## config.mk

```make
export PLATFORM = sky130hd
export DESIGN_NAME = dac_controller
export DESIGN_NICKNAME = d
export VERILOG_FILES = /design/src/dac_pkg.sv /design/src/dac_controller.sv /design/src/dac_output_select.sv /design/src/direct_sample_path.sv /design/src/dds_generator.sv /design/src/timed_fifo.sv
export VERILOG_INCLUDE_DIRS = /design/src /design/src/src
export SDC_FILE = /design/constraint.sdc
export NUM_CORES = 2
export LEC_CHECK = 0
export ABC_AREA = 1
export ABC_CLOCK_PERIOD_IN_PS = 17100
export BUFFER_PORTS_ARGS = -buffer_cell sky130_fd_sc_hd__buf_4
export CAP_MARGIN = 30
export CORE_AREA = 2 2 671 673
export CTS_BUF_LIST = sky130_fd_sc_hd__clkbuf_4 sky130_fd_sc_hd__clkbuf_8
export DETAILED_ROUTE_END_ITERATION = 12
export DIE_AREA = 0 0 673 675
export SKIP_CTS_REPAIR_TIMING = 1
export SYNTH_ARGS = -nofsm -noshare
export SYNTH_HDL_FRONTEND = slang
export SYNTH_HIERARCHICAL = 1
export SYNTH_SLANG_ARGS = --single-unit
```

## constraint.sdc

```tcl
create_clock -name s_axi_aclk -period 17.1 [get_ports s_axi_aclk]
set_input_delay 4.275 -clock s_axi_aclk [delete_from_list [all_inputs] [get_ports s_axi_aclk]]
set_output_delay 4.275 -clock s_axi_aclk [all_outputs]
set_load 0.02 [all_outputs]
```

## src/dac_params.svh

```systemverilog
`ifndef DAC_PARAMS_SVH
`define DAC_PARAMS_SVH

////////////////////////////////////////////////////////////
// Timing and payload widths
////////////////////////////////////////////////////////////
`define DAC_TS_WIDTH      64   // Timestamp, matches time controller counter
`define DAC_PAYLOAD_WIDTH 64   // One command payload word

// Command queue
`define DAC_FIFO_DEPTH    16

////////////////////////////////////////////////////////////
// Sample stream
////////////////////////////////////////////////////////////
`define DAC_LANES         4    // Samples per stream word
`define DAC_SAMPLE_WIDTH  16
`define DAC_FREQ_WIDTH    32   // Phase increment and accumulator
`define DAC_PHASE_WIDTH   14
`define DAC_AMP_WIDTH     14

`endif
```

## src/dac_pkg.sv

```systemverilog
`include "dac_params.svh"

package dac_pkg;

    ////////////////////////////////////////////////////////////
    // Payload views
    ////////////////////////////////////////////////////////////

    // Tone command, DDS mode
    typedef struct packed {
        logic [`DAC_FREQ_WIDTH-1:0]  freq;   // Phase step per sample
        logic [`DAC_PHASE_WIDTH-1:0] phase;  // Start phase, top bits of accumulator
        logic [`DAC_AMP_WIDTH-1:0]   amp;    // Unsigned gain
        logic [3:0]                  pad;
    } dds_cmd_t;

    // Raw samples, direct mode
    typedef struct packed {
        logic signed [`DAC_SAMPLE_WIDTH-1:0] lane3;  // Last in time
        logic signed [`DAC_SAMPLE_WIDTH-1:0] lane2;
        logic signed [`DAC_SAMPLE_WIDTH-1:0] lane1;
        logic signed [`DAC_SAMPLE_WIDTH-1:0] lane0;  // First in time
    } direct_word_t;

    // Same 64 bits, meaning set by dac_mode
    typedef union packed {
        dds_cmd_t     dds;
        direct_word_t samples;
    } dac_payload_u;

    ////////////////////////////////////////////////////////////
    // Queue and stream words
    ////////////////////////////////////////////////////////////
    typedef struct packed {
        logic [`DAC_TS_WIDTH-1:0] timestamp;
        dac_payload_u             payload;
    } fifo_entry_t;

    typedef struct packed {
        logic         valid;    // One cycle per popped entry
        dac_payload_u payload;
    } fifo_release_t;

    typedef struct packed {
        logic [`DAC_LANES*`DAC_SAMPLE_WIDTH-1:0] tdata;  // lane0 in low bits
        logic                                    tvalid;
    } dac_stream_t;

endpackage

```

## src/dac_controller.sv

```systemverilog
`timescale 1ns/1ps
`include "dac_params.svh"

module dac_controller import dac_pkg::*; (
    input  logic                     s_axi_aclk,
    input  logic                     reset,
    // Command queue
    input  logic                     cmd_write,
    input  fifo_entry_t              cmd_entry,
    input  logic                     flush,
    // Mode control
    input  logic                     mode_write,
    input  logic                     mode_value,
    // Time controller
    input  logic                     auto_start,
    input  logic [`DAC_TS_WIDTH-1:0] counter,
    // Sample stream and status
    output dac_stream_t              m00_axis,
    output logic                     full,
    output logic                     empty,
    output logic                     dac_mode
);

    fifo_release_t release_bus;    // Popped payload to both paths
    dac_stream_t   dds_stream;
    dac_stream_t   direct_stream;

    ////////////////////////////////////////////////////////////
    // Timestamped queue
    ////////////////////////////////////////////////////////////
    timed_fifo u_timed_fifo (
        .s_axi_aclk  (s_axi_aclk),
        .reset       (reset),
        .write       (cmd_write),
        .din         (cmd_entry),
        .flush       (flush),
        .auto_start  (auto_start),
        .counter     (counter),
        .release_bus (release_bus),
        .full        (full),
        .empty       (empty)
    );

    ////////////////////////////////////////////////////////////
    // Sample paths, both always listening
    ////////////////////////////////////////////////////////////
    dds_generator u_dds_generator (
        .s_axi_aclk  (s_axi_aclk),
        .reset       (reset),
        .release_bus (release_bus),
        .dac_mode    (dac_mode),
        .dds_stream  (dds_stream)
    );

    direct_sample_path u_direct_sample_path (
        .s_axi_aclk    (s_axi_aclk),
        .reset         (reset),
        .release_bus   (release_bus),
        .dac_mode      (dac_mode),
        .direct_stream (direct_stream)
    );

    // Mode register and stream output
    dac_output_select u_dac_output_select (
        .s_axi_aclk    (s_axi_aclk),
        .reset         (reset),
        .mode_write    (mode_write),
        .mode_value    (mode_value),
        .empty         (empty),
        .dds_stream    (dds_stream),
        .direct_stream (direct_stream),
        .m00_axis      (m00_axis),
        .dac_mode      (dac_mode)
    );

endmodule

```

## src/dac_output_select.sv

```systemverilog
`timescale 1ns/1ps

module dac_output_select import dac_pkg::*; (
    input  logic        s_axi_aclk,
    input  logic        reset,
    input  logic        mode_write,     // Mode update strobe
    input  logic        mode_value,
    input  logic        empty,          // Queue empty, mode may change
    input  dac_stream_t dds_stream,
    input  dac_stream_t direct_stream,
    output dac_stream_t m00_axis,
    output logic        dac_mode        // 0 DDS, 1 direct
);

    dac_stream_t                   sel;
    logic [$bits(sel.tdata)-1:0]   tdata_r;
    logic                          tvalid_r;

    ////////////////////////////////////////////////////////////
    // Mode register
    ////////////////////////////////////////////////////////////
    always_ff @(posedge s_axi_aclk) begin
        if (reset) begin
            dac_mode <= 1'b0;
        end else if (mode_write && empty) begin
            dac_mode <= mode_value;  // Ignored while commands are pending
        end
    end

    ////////////////////////////////////////////////////////////
    // Path select and output register
    ////////////////////////////////////////////////////////////
    assign sel = dac_mode ? direct_stream : dds_stream;

    always_ff @(posedge s_axi_aclk) begin
        if (reset) begin
            tvalid_r <= 1'b0;
            tdata_r  <= '0;
        end else begin
            tvalid_r <= sel.tvalid;
            if (sel.tvalid) begin
                tdata_r <= sel.tdata;  // Last valid word kept otherwise
            end
        end
    end

    assign m00_axis = '{tdata: tdata_r, tvalid: tvalid_r};

endmodule

```

## src/direct_sample_path.sv

```systemverilog
`timescale 1ns/1ps

module direct_sample_path import dac_pkg::*; (
    input  logic          s_axi_aclk,
    input  logic          reset,
    input  fifo_release_t release_bus,
    input  logic          dac_mode,       // 1 selects raw samples
    output dac_stream_t   direct_stream
);

    logic         capture;
    direct_word_t data_r;   // Last released sample word
    logic         valid_r;

    ////////////////////////////////////////////////////////////
    // Capture of raw samples
    ////////////////////////////////////////////////////////////
    assign capture = release_bus.valid && (dac_mode == 1'b1);

    // One-cycle pulse per release
    always_ff @(posedge s_axi_aclk) begin
        if (reset) begin
            valid_r <= 1'b0;
        end else begin
            valid_r <= capture;
        end
    end

    always_ff @(posedge s_axi_aclk) begin
        if (capture) begin
            data_r <= release_bus.payload.samples;  // Lanes pass unchanged
        end
    end

    // Data held between releases
    assign direct_stream = '{tdata: data_r, tvalid: valid_r};

endmodule

```

## src/dds_generator.sv

```systemverilog
`timescale 1ns/1ps
`include "dac_params.svh"

module dds_generator import dac_pkg::*; (
    input  logic          s_axi_aclk,
    input  logic          reset,
    input  fifo_release_t release_bus,
    input  logic          dac_mode,    // 0 selects tone commands
    output dac_stream_t   dds_stream
);

    localparam int FW = `DAC_FREQ_WIDTH;
    localparam int AW = `DAC_AMP_WIDTH;
    localparam int SW = `DAC_SAMPLE_WIDTH;
    localparam int NL = `DAC_LANES;

    logic [FW-1:0]      acc;       // Phase of lane0 for the next word
    logic [FW-1:0]      freq_r;
    logic [AW-1:0]      amp_r;
    logic [FW-1:0]      acc_src;
    logic [FW-1:0]      freq_src;
    logic [AW-1:0]      amp_src;
    logic               load;
    logic               active;    // Running since first tone command
    logic [NL*SW-1:0]   word;
    logic [NL*SW-1:0]   tdata_r;
    logic               tvalid_r;

    // Sawtooth sample, top bits of lane phase scaled by amp
    function automatic logic [SW-1:0] lane_sample(
        input logic [FW-1:0] base,
        input logic [FW-1:0] step,
        input logic [AW-1:0] gain,
        input int            k
    );
        logic [FW-1:0]          lane_phase;
        logic signed [SW+AW:0]  prod;
        lane_phase = base + step * FW'(k);
        prod = $signed(lane_phase[FW-1 -: SW]) * $signed({1'b0, gain});
        return prod[AW+SW-1:AW];  // Arithmetic shift right by AW
    endfunction

    assign load = release_bus.valid && (dac_mode == 1'b0);

    ////////////////////////////////////////////////////////////
    // Source of this cycle's word
    ////////////////////////////////////////////////////////////
    always_comb begin
        if (load) begin
            // Fresh command, phase in top bits of accumulator
            acc_src  = {release_bus.payload.dds.phase, {(FW - `DAC_PHASE_WIDTH){1'b0}}};
            freq_src = release_bus.payload.dds.freq;
            amp_src  = release_bus.payload.dds.amp;
        end else begin
            acc_src  = acc;
            freq_src = freq_r;
            amp_src  = amp_r;
        end
    end

    always_comb begin
        for (int k = 0; k < NL; k++) begin
            word[k*SW +: SW] = lane_sample(acc_src, freq_src, amp_src, k);
        end
    end

    ////////////////////////////////////////////////////////////
    // Accumulator and output registers
    ////////////////////////////////////////////////////////////
    always_ff @(posedge s_axi_aclk) begin
        if (reset) begin
            active   <= 1'b0;
            acc      <= '0;
            tvalid_r <= 1'b0;
        end else if (load || active) begin
            active   <= 1'b1;
            acc      <= acc_src + (freq_src << 2);  // Four lanes per clock
            tvalid_r <= 1'b1;  // Stays high until reset
        end
    end

    always_ff @(posedge s_axi_aclk) begin
        if (load || active) begin
            freq_r  <= freq_src;
            amp_r   <= amp_src;
            tdata_r <= word;
        end
    end

    assign dds_stream = '{tdata: tdata_r, tvalid: tvalid_r};

endmodule

```

## src/timed_fifo.sv

```systemverilog
`timescale 1ns/1ps
`include "dac_params.svh"

module timed_fifo import dac_pkg::*; (
    input  logic                     s_axi_aclk,
    input  logic                     reset,
    input  logic                     write,       // Push strobe
    input  fifo_entry_t              din,
    input  logic                     flush,       // Drop all entries
    input  logic                     auto_start,  // Release enable
    input  logic [`DAC_TS_WIDTH-1:0] counter,     // Free-running time
    output fifo_release_t            release_bus,
    output logic                     full,
    output logic                     empty
);

    localparam int DEPTH = `DAC_FIFO_DEPTH;
    localparam int PTR_W = $clog2(DEPTH);
    localparam int CNT_W = $clog2(DEPTH + 1);

    fifo_entry_t        mem [DEPTH];  // Entry storage
    logic [PTR_W-1:0]   rd_ptr;
    logic [PTR_W-1:0]   wr_ptr;
    logic [CNT_W-1:0]   count;
    fifo_entry_t        head;
    logic               pop;
    logic               push;
    logic               rel_valid;
    dac_payload_u       rel_payload;

    ////////////////////////////////////////////////////////////
    // Release and push decisions
    ////////////////////////////////////////////////////////////
    assign head  = mem[rd_ptr];
    assign empty = (count == '0);
    assign full  = (count == CNT_W'(DEPTH));

    // At most one pop per cycle when the head is due
    assign pop  = auto_start && !empty && !flush && (counter >= head.timestamp);
    // Full queue still takes a write when the head leaves this cycle
    assign push = write && !flush && (!full || pop);

    ////////////////////////////////////////////////////////////
    // Pointers and occupancy
    ////////////////////////////////////////////////////////////
    always_ff @(posedge s_axi_aclk) begin
        if (reset || flush) begin
            rd_ptr <= '0;
            wr_ptr <= '0;
            count  <= '0;
        end else begin
            if (pop) begin
                rd_ptr <= (rd_ptr == PTR_W'(DEPTH - 1)) ? '0 : rd_ptr + 1'b1;
            end
            if (push) begin
                wr_ptr <= (wr_ptr == PTR_W'(DEPTH - 1)) ? '0 : wr_ptr + 1'b1;
            end
            case ({push, pop})
                2'b10:   count <= count + 1'b1;
                2'b01:   count <= count - 1'b1;
                default: count <= count;  // Both or neither
            endcase
        end
    end

    // Storage write
    always_ff @(posedge s_axi_aclk) begin
        if (push) begin
            mem[wr_ptr] <= din;
        end
    end

    ////////////////////////////////////////////////////////////
    // Registered release word
    ////////////////////////////////////////////////////////////
    always_ff @(posedge s_axi_aclk) begin
        if (reset) begin
            rel_valid <= 1'b0;
        end else begin
            rel_valid <= pop;  // High the cycle after the pop edge
        end
    end

    always_ff @(posedge s_axi_aclk) begin
        if (pop) begin
            rel_payload <= head.payload;
        end
    end

    assign release_bus = '{valid: rel_valid, payload: rel_payload};

endmodule

```

==> impl_metrics.ini <==
[pwr]
p_per_area_nw_per_um2 = 181
leakage_nw = 58.6
vdd_drop_max_v = 0.000450

[clock_network]
cts_tree = yes
numCtsBuffers = 392
root_buffer = clkbuf_8
clock_latency_ns = 1.08
clock_sinks = 2404
cts_buffer_depth = 4
h-tree-depth = 5
path_clk_slew_ns = 0.06

[timing]
min_period_ns = 10.80
tns_ns = 0
worstMarginPinSlew_ns = 1.04
max-slew-margin-rel_pct = 30.8
clock_skew_ns = 0.100
finalSetupViolations = 0
rsz0062_at_grt = false
hold_viol_final = 0
fmax_mhz = 92.6
slew_viol_final = 0
min_period_over_period_pct = 63.1

[logic_synthesis]
yosys-top-cells-count = edfxtp_1, nor2_1, inv_1
synth_top_area_share_pct = 51.4
synth_compound_area_share_pct = 10.6
netlist-cell-type-count = 72
synth_area_leader_cell = edfxtp_1
synth_xor_area_share_pct = 0.971
yosys_warnings = 6
synth-simple-area-share_pct = 11.8
synth_area_um2 = 134000
synth_nets = 13800
yosys-top-cells-area = edfxtp_1, fa_1, nor2_1, o21ai_0, ha_1
synth_top_family_by_area = adder cells
synth_mux_area_share_pct = 0.0318
synth_flop_cell = edfxtp_1
synth_adder_area_share_pct = 17.3
synthArstFlopShare_pct = 0
synth.most_common_cell = edfxtp_1
ys_seq_area_share_pct = 53.2
synthCells = 12300
postSynthAreaPerCell_um2 = 10.8
synth-seq-cells = 2404
synth_edf_count = 2286

[critical_path]
worstSetupStartpointType = register
cp_slowest_stage_delay_ns = 0.75
required_ns = 17.93
end_kind = register
cp_max_fo = 99
criticalPathCategory = reg -> reg
worst-endpoint-arrival_ns = 11.63
critPathSlowestCell = nor4_1
crit_top_cell = fa_1

[die]
rows = 246
core-area_um2 = 447000
dieArea_um2 = 454000
ios = 267
die_x_um = 673
initial_core_util_pct = 29.9
die_h_um = 675

[grt]
first_global_vias = 92800
grt_first_pass_wirelength_um = 606000
antenna_found_initial = 61
grt_max_degree = 217
grtUsageTotal_pct = 17.6
grt-ovfl-total = 0

[placed_design]
gp_congestion = 0.929
portBuffers = 266
place_area_um2 = 142000
dpl.hpwl_um = 261000

[status]
outcome = completed

[worst_hold_path]
hp-class = reg -> reg

[detailed_routing]
vias_per_cell = 4.96
via_count = 93300
drtIter0Drc = 7942
dr.pass1.iters = 7
drc = 0
antenna_left = 0
drt_wl_total_um = 410000
wl_per_cell_um = 21.8

[finish]
drive_gt1_share_pct = 9.70
fin_area_um2 = 150000
area_growth_pct = 12.2
final_nets = 14100
fillers = 44900

[run]
cap_violations = 0
-- through the flow --
stage,util [%],hold slack (ns),std cells,total power [W],setup WS [ns]
2_1_floorplan,-,0.400,12300,0.0180,2.11
3_3_place_gp,31.7,0.425,18100,0.0221,6.40
3_5_place_dp,31.8,0.426,18100,0.0221,6.39
4_1_cts,33.5,0.436,18800,0.0272,6.36
5_1_grt,33.5,0.447,18800,0.0294,5.65
6_report,33.5,0.437,18800,0.0271,6.30
-- power breakdown --
part	switching, W	internal (W)
sequential	0.0000528	0.00711
combinational	0.00954	0.00536
clock	0.00235	0.00267
total	0.0119	0.0151
-- layer usage --
layer / global-route usage (%) / vias to the layer above / part of all wire, %
met4: 7.34 / 38 / 4.3
met3: 2.96 / 781 / 6.8
met2: 30.1 / 3347 / 49
met1: 22.0 / 46700 / 40
li1: - / 42400 / -
met5: 0 / - / 0.061
-- critical path, delay by kind of cell, from the launching register on --
kind            cells  cell delay (ns)
compound gates      8             1.84
fa+ha+maj           8             3.45
simple gates       12             3.73
flops               1             0.59
buf+inv             7             0.81
-- path summary, 6_finish.rpt --
path | startpoint | to | slack [ns] | depth (start not counted)
hold reg to reg | u_timed_fifo/rel_payload[2] | u_direct_sample_path/direct_stream[3] | 0.44 | 0
setup reg to reg | u_dac_output_select/dac_mode | u_dds_generator/tdata_r[31] | 6.30 | 35
hold / removal | u_timed_fifo/rel_payload[2] | u_direct_sample_path/direct_stream[3] | 0.44 | 0
setup / recovery | u_dac_output_select/dac_mode | u_dds_generator/tdata_r[31] | 6.30 | 35
-- layout make-up --
| class | instances | area [um^2] | share of cell area (%) |
|---|---|---|---|
| clock inverters | 163 | 1130 | 0.755 |
| clock buffers | 550 | 6680 | 4.45 |
| well taps | 5952 | 7450 | 4.97 |
| flip-flops and latches | 2404 | 71000 | 47.4 |
| multi-input cells | 7821 | 54600 | 36.4 |
| diodes | 24 | 60.1 | 0.0401 |
| inverters | 1497 | 5660 | 3.77 |
| repair buffers | 415 | 3350 | 2.23 |
-- cell families after synthesis --
logic type | count (synthesis)
AO/OA/AOI/OAI | 2409
XOR/XNOR | 140
adder cells (fa/ha/maj) | 1324
buffers and inverters | 2098
flip-flops | 2404
multiplexers | 3
AND/OR/NAND/NOR | 3945
-- registers in the layout, indices dropped and copies added, names as in the netlist, named ones only --
| name | count |
|---|---|
| u_direct_sample_path/direct_stream | 64 |
| u_dds_generator/amp_r | 14 |
| u_dac_output_select/dac_mode | 1 |
| u_dds_generator/tvalid_r | 1 |
| u_timed_fifo/wr_ptr | 4 |
| u_dds_generator/tdata_r | 64 |
| u_timed_fifo/mem | 2048 |
| u_dds_generator/acc | 32 |
| u_direct_sample_path/valid_r | 1 |
| u_timed_fifo/rel_valid | 1 |
| u_timed_fifo/rel_payload | 64 |
| u_timed_fifo/count | 5 |
| u_dac_output_select/tvalid_r | 1 |
| u_dds_generator/freq_r | 32 |
| u_timed_fifo/rd_ptr | 4 |
| u_dac_output_select/tdata_r | 64 |
-- layout by cell type (no fill, tap or decap), drive strengths merged, types with 3 or more instances in the layout --
| master | synthesis | layout |
|---|---|---|
| a211oi | 8 | 8 |
| a21boi | 11 | 11 |
| a21o | 21 | 21 |
| a21oi | 290 | 290 |
| a221oi | 3 | 3 |
| a31oi | 44 | 44 |
| and2 | 6 | 6 |
| and3 | 5 | 5 |
| buf | 184 | 415 |
| bufinv | 0 | 9 |
| clkbuf | 417 | 550 |
| clkinv | 21 | 148 |
| clkinvlp | 0 | 6 |
| dfxtp | 118 | 118 |
| diode | 0 | 24 |
| edfxtp | 2286 | 2286 |
| fa | 870 | 870 |
| ha | 454 | 454 |
| inv | 1476 | 1497 |
| mux2i | 3 | 3 |
| nand2 | 1475 | 1475 |
| nand3 | 301 | 301 |
| nand3b | 6 | 6 |
| nand4 | 28 | 28 |
| nor2 | 1984 | 1984 |
| nor3 | 58 | 58 |
| nor4 | 9 | 9 |
| o211ai | 86 | 86 |
| o21a | 23 | 23 |
| o21ai | 1322 | 1322 |
| o21bai | 25 | 25 |
| o221a | 6 | 6 |
| o221ai | 282 | 282 |
| o22a | 3 | 3 |
| o22ai | 265 | 265 |
| o31ai | 9 | 9 |
| o32ai | 3 | 3 |
| or2 | 73 | 73 |
| xnor2 | 50 | 50 |
| xor2 | 90 | 90 |
Note: power is estimated with default switching activity, not from simulation.
